==> src/rtl/cp0_pkg.sv <==
`default_nettype none

package cp0_pkg;

    // Register address, register number times eight
    typedef logic [7:0]  cp0_addr_t;
    typedef logic [31:0] cp0_word_t;
    typedef logic [4:0]  exc_code_t;

    // Register map
    localparam cp0_addr_t addr_badvaddr = 8'h40;  // Reg 8
    localparam cp0_addr_t addr_count    = 8'h48;  // Reg 9
    localparam cp0_addr_t addr_compare  = 8'h58;  // Reg 11
    localparam cp0_addr_t addr_status   = 8'h60;  // Reg 12
    localparam cp0_addr_t addr_cause    = 8'h68;  // Reg 13
    localparam cp0_addr_t addr_epc      = 8'h70;  // Reg 14

    // Load address error, the only code that loads BadVAddr
    localparam exc_code_t exc_adel = 5'd4;

    // Requester or fabric side of the register bus
    typedef struct packed {
        logic      psel;
        logic      penable;
        logic      pwrite;
        cp0_addr_t paddr;
        cp0_word_t pwdata;
    } apb_req_t;

    // Completer side of the register bus
    typedef struct packed {
        logic      pready;
        cp0_word_t prdata;
        logic      pslverr;
    } apb_rsp_t;

    // Exception record from the memory stage
    typedef struct packed {
        logic      exc;       // Exception taken this cycle
        logic      eret;      // Eret taken this cycle
        logic      bd;        // Instruction sits in a delay slot
        exc_code_t code;
        cp0_word_t badvaddr;
        cp0_word_t pc;
    } exc_info_t;

    // Downstream phase of the fabric
    typedef enum logic [1:0] {
        idle,
        setup,
        access
    } fabric_state_t;

endpackage

`default_nettype wire

==> src/rtl/cp0_bus_fabric.sv <==
`default_nettype none

module cp0_bus_fabric (
    input  wire               clk,
    input  wire               rst,
    input  wire cp0_pkg::apb_req_t core_req,
    input  wire cp0_pkg::apb_req_t dbg_req,
    output cp0_pkg::apb_rsp_t core_rsp,
    output cp0_pkg::apb_rsp_t dbg_rsp,
    output cp0_pkg::apb_req_t status_req,
    output cp0_pkg::apb_req_t timer_req,
    input  wire cp0_pkg::apb_rsp_t status_rsp,
    input  wire cp0_pkg::apb_rsp_t timer_rsp
);

    cp0_pkg::fabric_state_t state_q;
    cp0_pkg::apb_req_t      req_q;        // Request of the granted port
    cp0_pkg::apb_rsp_t      bus_rsp;      // Response of the decoded target
    logic                   grant_dbg_q;  // 1 when the debug port holds the grant
    logic                   last_dbg_q;   // Winner of the previous arbitration
    logic                   core_pend;
    logic                   dbg_pend;
    logic                   pick_dbg;
    logic                   accept;
    logic                   in_access;
    logic                   sel_status;
    logic                   sel_timer;

    // A port is pending while in setup or access without the grant
    assign core_pend = core_req.psel && !(state_q != cp0_pkg::idle && !grant_dbg_q);
    assign dbg_pend  = dbg_req.psel && !(state_q != cp0_pkg::idle && grant_dbg_q);

    // Round robin on a tie, otherwise whoever asks
    assign pick_dbg  = dbg_pend && (!core_pend || !last_dbg_q);
    assign accept    = (state_q == cp0_pkg::idle) && (core_pend || dbg_pend);
    assign in_access = (state_q == cp0_pkg::access);

    always_ff @(posedge clk or posedge rst) begin
        if (rst) begin
            state_q     <= cp0_pkg::idle;
            grant_dbg_q <= 1'b0;
            last_dbg_q  <= 1'b1;  // Core wins the first tie
        end else begin
            case (state_q)
                cp0_pkg::idle: begin
                    if (accept) begin
                        state_q     <= cp0_pkg::setup;
                        grant_dbg_q <= pick_dbg;
                        last_dbg_q  <= pick_dbg;
                    end
                end
                cp0_pkg::setup: state_q <= cp0_pkg::access;
                cp0_pkg::access: begin
                    if (bus_rsp.pready) begin
                        state_q <= cp0_pkg::idle;
                    end
                end
                default: state_q <= cp0_pkg::idle;
            endcase
        end
    end

    // Captured once at the grant
    always_ff @(posedge clk) begin
        if (accept) begin
            req_q <= pick_dbg ? dbg_req : core_req;
        end
    end

    // Fixed two-slave address map
    always_comb begin
        sel_status = 1'b0;
        sel_timer  = 1'b0;
        case (req_q.paddr)
            cp0_pkg::addr_badvaddr,
            cp0_pkg::addr_status,
            cp0_pkg::addr_cause,
            cp0_pkg::addr_epc:     sel_status = 1'b1;
            cp0_pkg::addr_count,
            cp0_pkg::addr_compare: sel_timer = 1'b1;
            default: ;
        endcase
    end

    always_comb begin
        status_req         = req_q;
        status_req.psel    = (state_q != cp0_pkg::idle) && sel_status;
        status_req.penable = in_access && sel_status;
        timer_req          = req_q;
        timer_req.psel     = (state_q != cp0_pkg::idle) && sel_timer;
        timer_req.penable  = in_access && sel_timer;
    end

    always_comb begin
        if (sel_status) begin
            bus_rsp = status_rsp;
        end else if (sel_timer) begin
            bus_rsp = timer_rsp;
        end else begin
            bus_rsp.pready  = 1'b1;  // Unmapped address ends with an error
            bus_rsp.prdata  = '0;
            bus_rsp.pslverr = 1'b1;
        end
    end

    // Only the granted port sees the response
    assign core_rsp = (in_access && !grant_dbg_q) ? bus_rsp : '0;
    assign dbg_rsp  = (in_access && grant_dbg_q) ? bus_rsp : '0;

endmodule

`default_nettype wire

==> src/rtl/cp0_status_regs.sv <==
`default_nettype none

module cp0_status_regs (
    input  wire                         clk,
    input  wire                         rst,
    input  wire cp0_pkg::apb_req_t      bus_req,
    output cp0_pkg::apb_rsp_t           bus_rsp,
    input  wire cp0_pkg::exc_info_t     exc_in,
    input  wire [5:0]                   ext_int,
    input  wire                         timer_flag,
    output cp0_pkg::cp0_word_t          epc,
    output logic                        interrupt
);

    // Status fields
    logic [7:0]         status_im;
    logic               status_exl;
    logic               status_ie;

    // Cause fields
    logic               cause_bd;
    logic [5:0]         cause_ip_hw;   // IP7..IP2
    logic [1:0]         cause_ip_sw;   // IP1..IP0
    cp0_pkg::exc_code_t cause_exc;

    cp0_pkg::cp0_word_t epc_q;
    cp0_pkg::cp0_word_t badvaddr_q;
    cp0_pkg::cp0_word_t status_word;
    cp0_pkg::cp0_word_t cause_word;

    logic               bus_wr;
    logic               wr_status;
    logic               wr_cause;
    logic               wr_epc;
    logic               first_exc;     // Exception taken with EXL still clear
    logic               hit;

    assign bus_wr    = bus_req.psel && bus_req.penable && bus_req.pwrite;
    assign wr_status = bus_wr && (bus_req.paddr == cp0_pkg::addr_status);
    assign wr_cause  = bus_wr && (bus_req.paddr == cp0_pkg::addr_cause);
    assign wr_epc    = bus_wr && (bus_req.paddr == cp0_pkg::addr_epc);
    assign first_exc = exc_in.exc && !status_exl;

    // BEV is hardwired to one
    assign status_word = {9'b0, 1'b1, 6'b0, status_im, 6'b0, status_exl, status_ie};

    // TI reads the timer flag directly
    assign cause_word = {cause_bd, timer_flag, 14'b0, cause_ip_hw, cause_ip_sw,
                         1'b0, cause_exc, 2'b0};

    always_ff @(posedge clk or posedge rst) begin
        if (rst) begin
            status_im <= '0;
            status_ie <= 1'b0;
        end else if (wr_status) begin
            status_im <= bus_req.pwdata[15:8];
            status_ie <= bus_req.pwdata[0];
        end
    end

    // Exception over eret over bus write
    always_ff @(posedge clk or posedge rst) begin
        if (rst) begin
            status_exl <= 1'b0;
        end else if (exc_in.exc) begin
            status_exl <= 1'b1;
        end else if (exc_in.eret) begin
            status_exl <= 1'b0;
        end else if (wr_status) begin
            status_exl <= bus_req.pwdata[1];
        end
    end

    always_ff @(posedge clk or posedge rst) begin
        if (rst) begin
            cause_bd <= 1'b0;
        end else if (first_exc) begin
            cause_bd <= exc_in.bd;  // Nested exceptions keep the first BD
        end
    end

    always_ff @(posedge clk or posedge rst) begin
        if (rst) begin
            cause_exc <= '0;
        end else if (exc_in.exc) begin
            cause_exc <= exc_in.code;
        end
    end

    // Hardware lines lag ext_int by one cycle, IP7 shared with the timer
    always_ff @(posedge clk or posedge rst) begin
        if (rst) begin
            cause_ip_hw <= '0;
        end else begin
            cause_ip_hw <= {ext_int[5] | timer_flag, ext_int[4:0]};
        end
    end

    always_ff @(posedge clk or posedge rst) begin
        if (rst) begin
            cause_ip_sw <= '0;
        end else if (wr_cause) begin
            cause_ip_sw <= bus_req.pwdata[9:8];  // Software interrupts only
        end
    end

    always_ff @(posedge clk or posedge rst) begin
        if (rst) begin
            epc_q <= '0;
        end else if (first_exc) begin
            // Restart at the branch when the faulting instruction is in its slot
            epc_q <= exc_in.bd ? exc_in.pc - 32'd4 : exc_in.pc;
        end else if (wr_epc) begin
            epc_q <= bus_req.pwdata;
        end
    end

    always_ff @(posedge clk or posedge rst) begin
        if (rst) begin
            badvaddr_q <= '0;
        end else if (exc_in.exc && (exc_in.code == cp0_pkg::exc_adel)) begin
            badvaddr_q <= exc_in.badvaddr;
        end
    end

    // Zero-wait read port
    always_comb begin
        hit            = 1'b1;
        bus_rsp.prdata = '0;
        case (bus_req.paddr)
            cp0_pkg::addr_badvaddr: bus_rsp.prdata = badvaddr_q;
            cp0_pkg::addr_status:   bus_rsp.prdata = status_word;
            cp0_pkg::addr_cause:    bus_rsp.prdata = cause_word;
            cp0_pkg::addr_epc:      bus_rsp.prdata = epc_q;
            default:                hit = 1'b0;
        endcase
        bus_rsp.pready  = 1'b1;
        bus_rsp.pslverr = bus_req.psel && !hit;
    end

    assign epc = epc_q;

    // Pending and enabled, globally on, not in exception level
    assign interrupt = (|({cause_ip_hw, cause_ip_sw} & status_im)) && status_ie && !status_exl;

endmodule

`default_nettype wire

==> src/rtl/cp0_timer.sv <==
`default_nettype none

module cp0_timer #(
    parameter int unsigned count_div = 2  // Clocks per Count increment
) (
    input  wire                    clk,
    input  wire                    rst,
    input  wire cp0_pkg::apb_req_t bus_req,
    output cp0_pkg::apb_rsp_t      bus_rsp,
    output logic                   timer_flag
);

    localparam int unsigned pre_w = (count_div > 1) ? $clog2(count_div) : 1;

    logic [pre_w-1:0]   pre_q;      // Prescaler phase
    logic               tick;
    cp0_pkg::cp0_word_t count_q;
    cp0_pkg::cp0_word_t compare_q;
    logic               bus_wr;
    logic               wr_count;
    logic               wr_compare;
    logic               hit;

    assign bus_wr     = bus_req.psel && bus_req.penable && bus_req.pwrite;
    assign wr_count   = bus_wr && (bus_req.paddr == cp0_pkg::addr_count);
    assign wr_compare = bus_wr && (bus_req.paddr == cp0_pkg::addr_compare);
    assign tick       = (pre_q == pre_w'(count_div - 1));

    always_ff @(posedge clk or posedge rst) begin
        if (rst) begin
            pre_q <= '0;
        end else if (tick) begin
            pre_q <= '0;
        end else begin
            pre_q <= pre_q + 1'b1;
        end
    end

    always_ff @(posedge clk or posedge rst) begin
        if (rst) begin
            count_q <= '0;
        end else if (wr_count) begin
            count_q <= bus_req.pwdata;  // Load wins over the increment
        end else if (tick) begin
            count_q <= count_q + 32'd1;
        end
    end

    always_ff @(posedge clk or posedge rst) begin
        if (rst) begin
            compare_q <= '1;
        end else if (wr_compare) begin
            compare_q <= bus_req.pwdata;
        end
    end

    // Sticky until Compare is written
    always_ff @(posedge clk or posedge rst) begin
        if (rst) begin
            timer_flag <= 1'b0;
        end else if (wr_compare) begin
            timer_flag <= 1'b0;
        end else if (count_q == compare_q) begin
            timer_flag <= 1'b1;
        end
    end

    always_comb begin
        hit            = 1'b1;
        bus_rsp.prdata = '0;
        case (bus_req.paddr)
            cp0_pkg::addr_count:   bus_rsp.prdata = count_q;
            cp0_pkg::addr_compare: bus_rsp.prdata = compare_q;
            default:               hit = 1'b0;
        endcase
        bus_rsp.pready  = 1'b1;
        bus_rsp.pslverr = bus_req.psel && !hit;
    end

endmodule

`default_nettype wire

==> src/rtl/cp0_top.sv <==
`default_nettype none

module cp0_top #(
    parameter int unsigned count_div = 2
) (
    input  wire                     clk,
    input  wire                     rst,
    input  wire cp0_pkg::apb_req_t  core_req,    // Pipeline MTC0/MFC0 port
    input  wire cp0_pkg::apb_req_t  dbg_req,
    output cp0_pkg::apb_rsp_t       core_rsp,
    output cp0_pkg::apb_rsp_t       dbg_rsp,
    input  wire cp0_pkg::exc_info_t exc_in,      // Memory-stage exception record
    input  wire [5:0]               ext_int,
    output cp0_pkg::cp0_word_t      epc,
    output logic                    interrupt
);

    cp0_pkg::apb_req_t status_req;
    cp0_pkg::apb_rsp_t status_rsp;
    cp0_pkg::apb_req_t timer_req;
    cp0_pkg::apb_rsp_t timer_rsp;
    logic              timer_flag;  // Count matched Compare

    cp0_bus_fabric cp0_bus_fabric_inst (
        .clk        (clk),
        .rst        (rst),
        .core_req   (core_req),
        .dbg_req    (dbg_req),
        .core_rsp   (core_rsp),
        .dbg_rsp    (dbg_rsp),
        .status_req (status_req),
        .timer_req  (timer_req),
        .status_rsp (status_rsp),
        .timer_rsp  (timer_rsp)
    );

    cp0_status_regs cp0_status_regs_inst (
        .clk        (clk),
        .rst        (rst),
        .bus_req    (status_req),
        .bus_rsp    (status_rsp),
        .exc_in     (exc_in),
        .ext_int    (ext_int),
        .timer_flag (timer_flag),
        .epc        (epc),
        .interrupt  (interrupt)
    );

    cp0_timer #(
        .count_div (count_div)
    ) cp0_timer_inst (
        .clk        (clk),
        .rst        (rst),
        .bus_req    (timer_req),
        .bus_rsp    (timer_rsp),
        .timer_flag (timer_flag)
    );

endmodule

`default_nettype wire

==> config.mk <==
export PLATFORM = sky130hd
export DESIGN_NAME = cp0_top
export DESIGN_NICKNAME = d
export VERILOG_FILES = /design/src/rtl/cp0_pkg.sv /design/src/rtl/cp0_bus_fabric.sv /design/src/rtl/cp0_status_regs.sv /design/src/rtl/cp0_timer.sv /design/src/rtl/cp0_top.sv
export SDC_FILE = /design/constraint.sdc
export NUM_CORES = 1
export LEC_CHECK = 0
export ABC_AREA = 1
export BUFFER_PORTS_ARGS = -buffer_cell sky130_fd_sc_hd__buf_2
export CAP_MARGIN = 20
export CELL_PAD_IN_SITES_DETAIL_PLACEMENT = 0
export CELL_PAD_IN_SITES_GLOBAL_PLACEMENT = 1
export CORE_ASPECT_RATIO = 0.8
export CORE_MARGIN = 8
export CORE_UTILIZATION = 39
export DETAILED_ROUTE_END_ITERATION = 10
export PLACE_DENSITY = 0.82
export SLEW_MARGIN = 10
export SYNTH_ARGS = -nofsm -noshare
export SYNTH_HDL_FRONTEND = slang
export SYNTH_SLANG_ARGS = --single-unit
==> constraint.sdc <==
create_clock -name clk -period 6.2 [get_ports clk]
set_input_delay 0.62 -clock clk [delete_from_list [all_inputs] [get_ports clk]]
set_output_delay 0.62 -clock clk [all_outputs]
set_load 0.01 [all_outputs]
==> qor.txt <==
outcome - finished, final reports clean
global route overflow - 0
RSZ-0062 raised after global routing - no
initial antenna violation count - 2
R2R setup slack - 3140 ps
Post-Route WL - 45.0 mm
CP Launch Type - flop
count leader, synth - nand2_1
Critical Path AT - 3000 ps
Setup Buffers After CTS - 0
CTS Sinks - 199
number of synthesized register bits - 199
DR WL/cell - 19.4 um
Sw Ratio - 0.377
Max Cap Viol - 0
Lkg Pwr - 6.72 nW
IO buf count - 264
synthesized-area fraction occupied by adder cells - 0.00212
XOR/XNOR share of the synthesized area - 0.0274
Seq/Total Area, Yosys - 0.443
Initial DRT Pass Iterations - 6
multiplexer share of the synthesized area - 0.0172
Peak Freq - 276 MHz
clk_skew - 15.6 ps
Core Rows - 57
die height - 172 um
top_reg_cell synth - dfrtp_1
WP data required - 5580 ps
worst r2r src - cp0_bus_fabric_inst.status_req[33]
clock root buffer - clkbuf_16
Yosys top cell area share - 0.265
antenna-violating nets left - 0
Switch Pwr - 0.00156 W
H-tree depth - 4
slew margin rel. - 0.168
number of enable flip-flop cells after synthesis - 41
CTS resizes - 0
pin count of the biggest net entering global routing - 71
Peak VDD IR - 0.000215 V
# DRC - 0
simple logic cell fraction of the synthesized area - 0.321
layout filler cell count - 3182
Mapped Nets - 1838
setup ws final - 2580 ps
Async S/R FF share, synth - 0.794
Reg clk slew, reported paths - 80 ps
commonest cells in the netlist - nand2_1 (575), nor2_1 (215), inv_1 (173), dfrtp_1 (125), nand3_1 (95)
CP Capture Type - primary output
post-synthesis cell count - 1670
Crit path largest cell delay - 680 ps
Power Total - 0.00413 W
crit-path cells - nor3_2 > nand2_1 > o21ai_0 > nor2_1 > nor2_1 > buf_2
Clk pwr share - 0.275
final hold vios - 0
final setup fails - 0
Skew-Pair Late Insertion Delay - 450 ps
synthesized area per cell - 7.07 sq um
Int Pwr - 0.00258 W
via count - 11828
Worst R2R Path Depth - 7
Setup TNS - 0 ps
Routability Congestion - 0.933
Final min period - 3620 ps
critical path class - flop to primary output
met3 Usage GRT - 0.0557
Final nets - 2062
sequential power share - 0.482
pre-CTS setup slack - 3090 ps
die width - 211 um
Starting Density - 0.392
vias per cell - 5.10
mapped cell area - 11800 sq um
post-synth top area cell - dfrtp_1
Synth area leaders - dfrtp_1 (26%), nand2_1 (18%), edfxtp_1 (10%)
GR met1 Demand/Resource - 0.349
Slew @ Worst Pin - 1240 ps
CP most frequent cell - nor2_1
DP HPWL - 35.4 mm
Yosys warning total - 0
Area growth, synth to finish - 18.7%
core area - 30100 sq um
die area - 36100 sq um
io pins - 267
largest family of logic cells by synthesized area - simple AND/OR/NAND/NOR gates
Initial DRC Count - 1091
CTS Hold Bufs - 0
CTS Buf Count - 17
number of cells on the critical path - 6
number of inserted diodes - 0
min-delay worst type - input pin to async pin
met2 usage - 0.372
Slew Limit Fails - 0
CP startpoint - cp0_bus_fabric_inst.status_req[36]
Compound-Gate Fraction of Synth Area - 0.104
CTS tree - built
Synth cell types - 41
Comb pwr share - 0.243
PD cells - 295 nW/um^2
fraction of layout cells with a size suffix above 1 - 0.206
CP Buf/Inv Count - 1
clk buf depth - 2
global-route wire length before repair - 67.7 mm
Total GRT Usage - 0.245
post-route clock period utilization - 0.585
Crit Path Max Fanout - 23
vias in the first global route - 11317
Slowest-stage cell, CP - nand2_1
crit-path leading delay family - simple AND/OR/NAND/NOR gates
GRT busiest layer - met2
-- power groups by stage --
| stage | clock network (W) | registers, W | logic, W |
|---|---|---|---|
| finish | 0.00113 | 0.00199 | 0.00100 |
| global route | 0.00120 | 0.00202 | 0.00113 |
| CTS | 0.00115 | 0.00198 | 0.000993 |
| detailed placement | 0 | 0.00200 | 0.000987 |
| global placement | 0 | 0.00199 | 0.000971 |
| floorplan | 0 | 0.00187 | 0.000633 |
-- metrics by stage --
stage | utilization | cell area (sq um) | std cells | hold WS, ps
after CTS | 0.465 | 14000 | 2318 | 182
after floorplan | - | 11800 | 1670 | 423
after global placement | 0.445 | 13400 | 2286 | 440
after global routing | 0.466 | 14000 | 2320 | 200
after detailed placement | 0.445 | 13400 | 2286 | 441
final | 0.466 | 14000 | 2320 | 172
-- layout by cell type, fill, tap and decap left out, types with 14 or more instances in the layout --
| cell type | instances |
|---|---|
| dfrtp_1 | 125 |
| nand3_1 | 95 |
| o21ai_1 | 36 |
| xnor2_1 | 24 |
| edfxtp_1 | 41 |
| a21oi_1 | 52 |
| nand2_1 | 575 |
| o21ai_0 | 88 |
| dfstp_2 | 33 |
| o22ai_1 | 22 |
| inv_2 | 14 |
| inv_1 | 172 |
| mux2_2 | 18 |
| buf_2 | 264 |
| nor2_1 | 214 |
| clkbuf_16 | 17 |
| o211ai_1 | 15 |
-- path summary, 6_finish.rpt --
check	end
max in group asynchronous	cp0_timer_inst.count_q[9]
worst max-delay path	core_rsp[8]
min in group clk	cp0_status_regs_inst.cause_ip_hw[4]
worst max register to register	cp0_timer_inst.count_q[10]
worst min register to register	cp0_bus_fabric_inst.state_q[1]
worst min-delay path	cp0_status_regs_inst.badvaddr_q[29]
-- sequential cells by signal, indices dropped and copies added, names as in the netlist --
name / cells
cp0_bus_fabric_inst.status_req: 41
cp0_status_regs_inst.badvaddr_q: 32
cp0_status_regs_inst.epc: 32
cp0_timer_inst.compare_q: 32
cp0_timer_inst.count_q: 32
cp0_status_regs_inst.status_im: 8
cp0_status_regs_inst.cause_ip_hw: 6
cp0_status_regs_inst.cause_exc: 5
cp0_bus_fabric_inst.state_q: 2
cp0_status_regs_inst.cause_ip_sw: 2
cp0_bus_fabric_inst.grant_dbg_q: 1
cp0_bus_fabric_inst.last_dbg_q: 1
cp0_status_regs_inst.cause_bd: 1
cp0_status_regs_inst.status_exl: 1
cp0_status_regs_inst.status_ie: 1
cp0_timer_inst.pre_q: 1
cp0_timer_inst.timer_flag: 1
-- layer usage --
layer  vias to the layer above  part of all wire
met4                         4             0.022
met3                        53             0.070
met1                      5598              0.47
li1                       5735                 -
met2                       438              0.44
met5                         -           0.00058
-- cells by family (layout without fill, tap and decap cells) --
| logic type | Yosys count | after routing |
|---|---|---|
| mux | 18 | 18 |
| fa+ha+maj | 2 | 2 |
| buf+inv | 254 | 491 |
| xor+xnor | 37 | 37 |
| flops | 199 | 199 |
| simple gates | 934 | 934 |
| compound gates | 226 | 226 |
-- final cells by class --
cell class	instances	area, sq um	share of cell area
clock buffers	18	429	0.0306
clock inverters	14	159	0.0113
inverters	188	711	0.0507
multi-input cells	1217	5590	0.399
flip-flops and latches	199	5230	0.373
well taps	413	517	0.0369
repair buffers	271	1390	0.0991
Power figures use the tool's default switching activity.
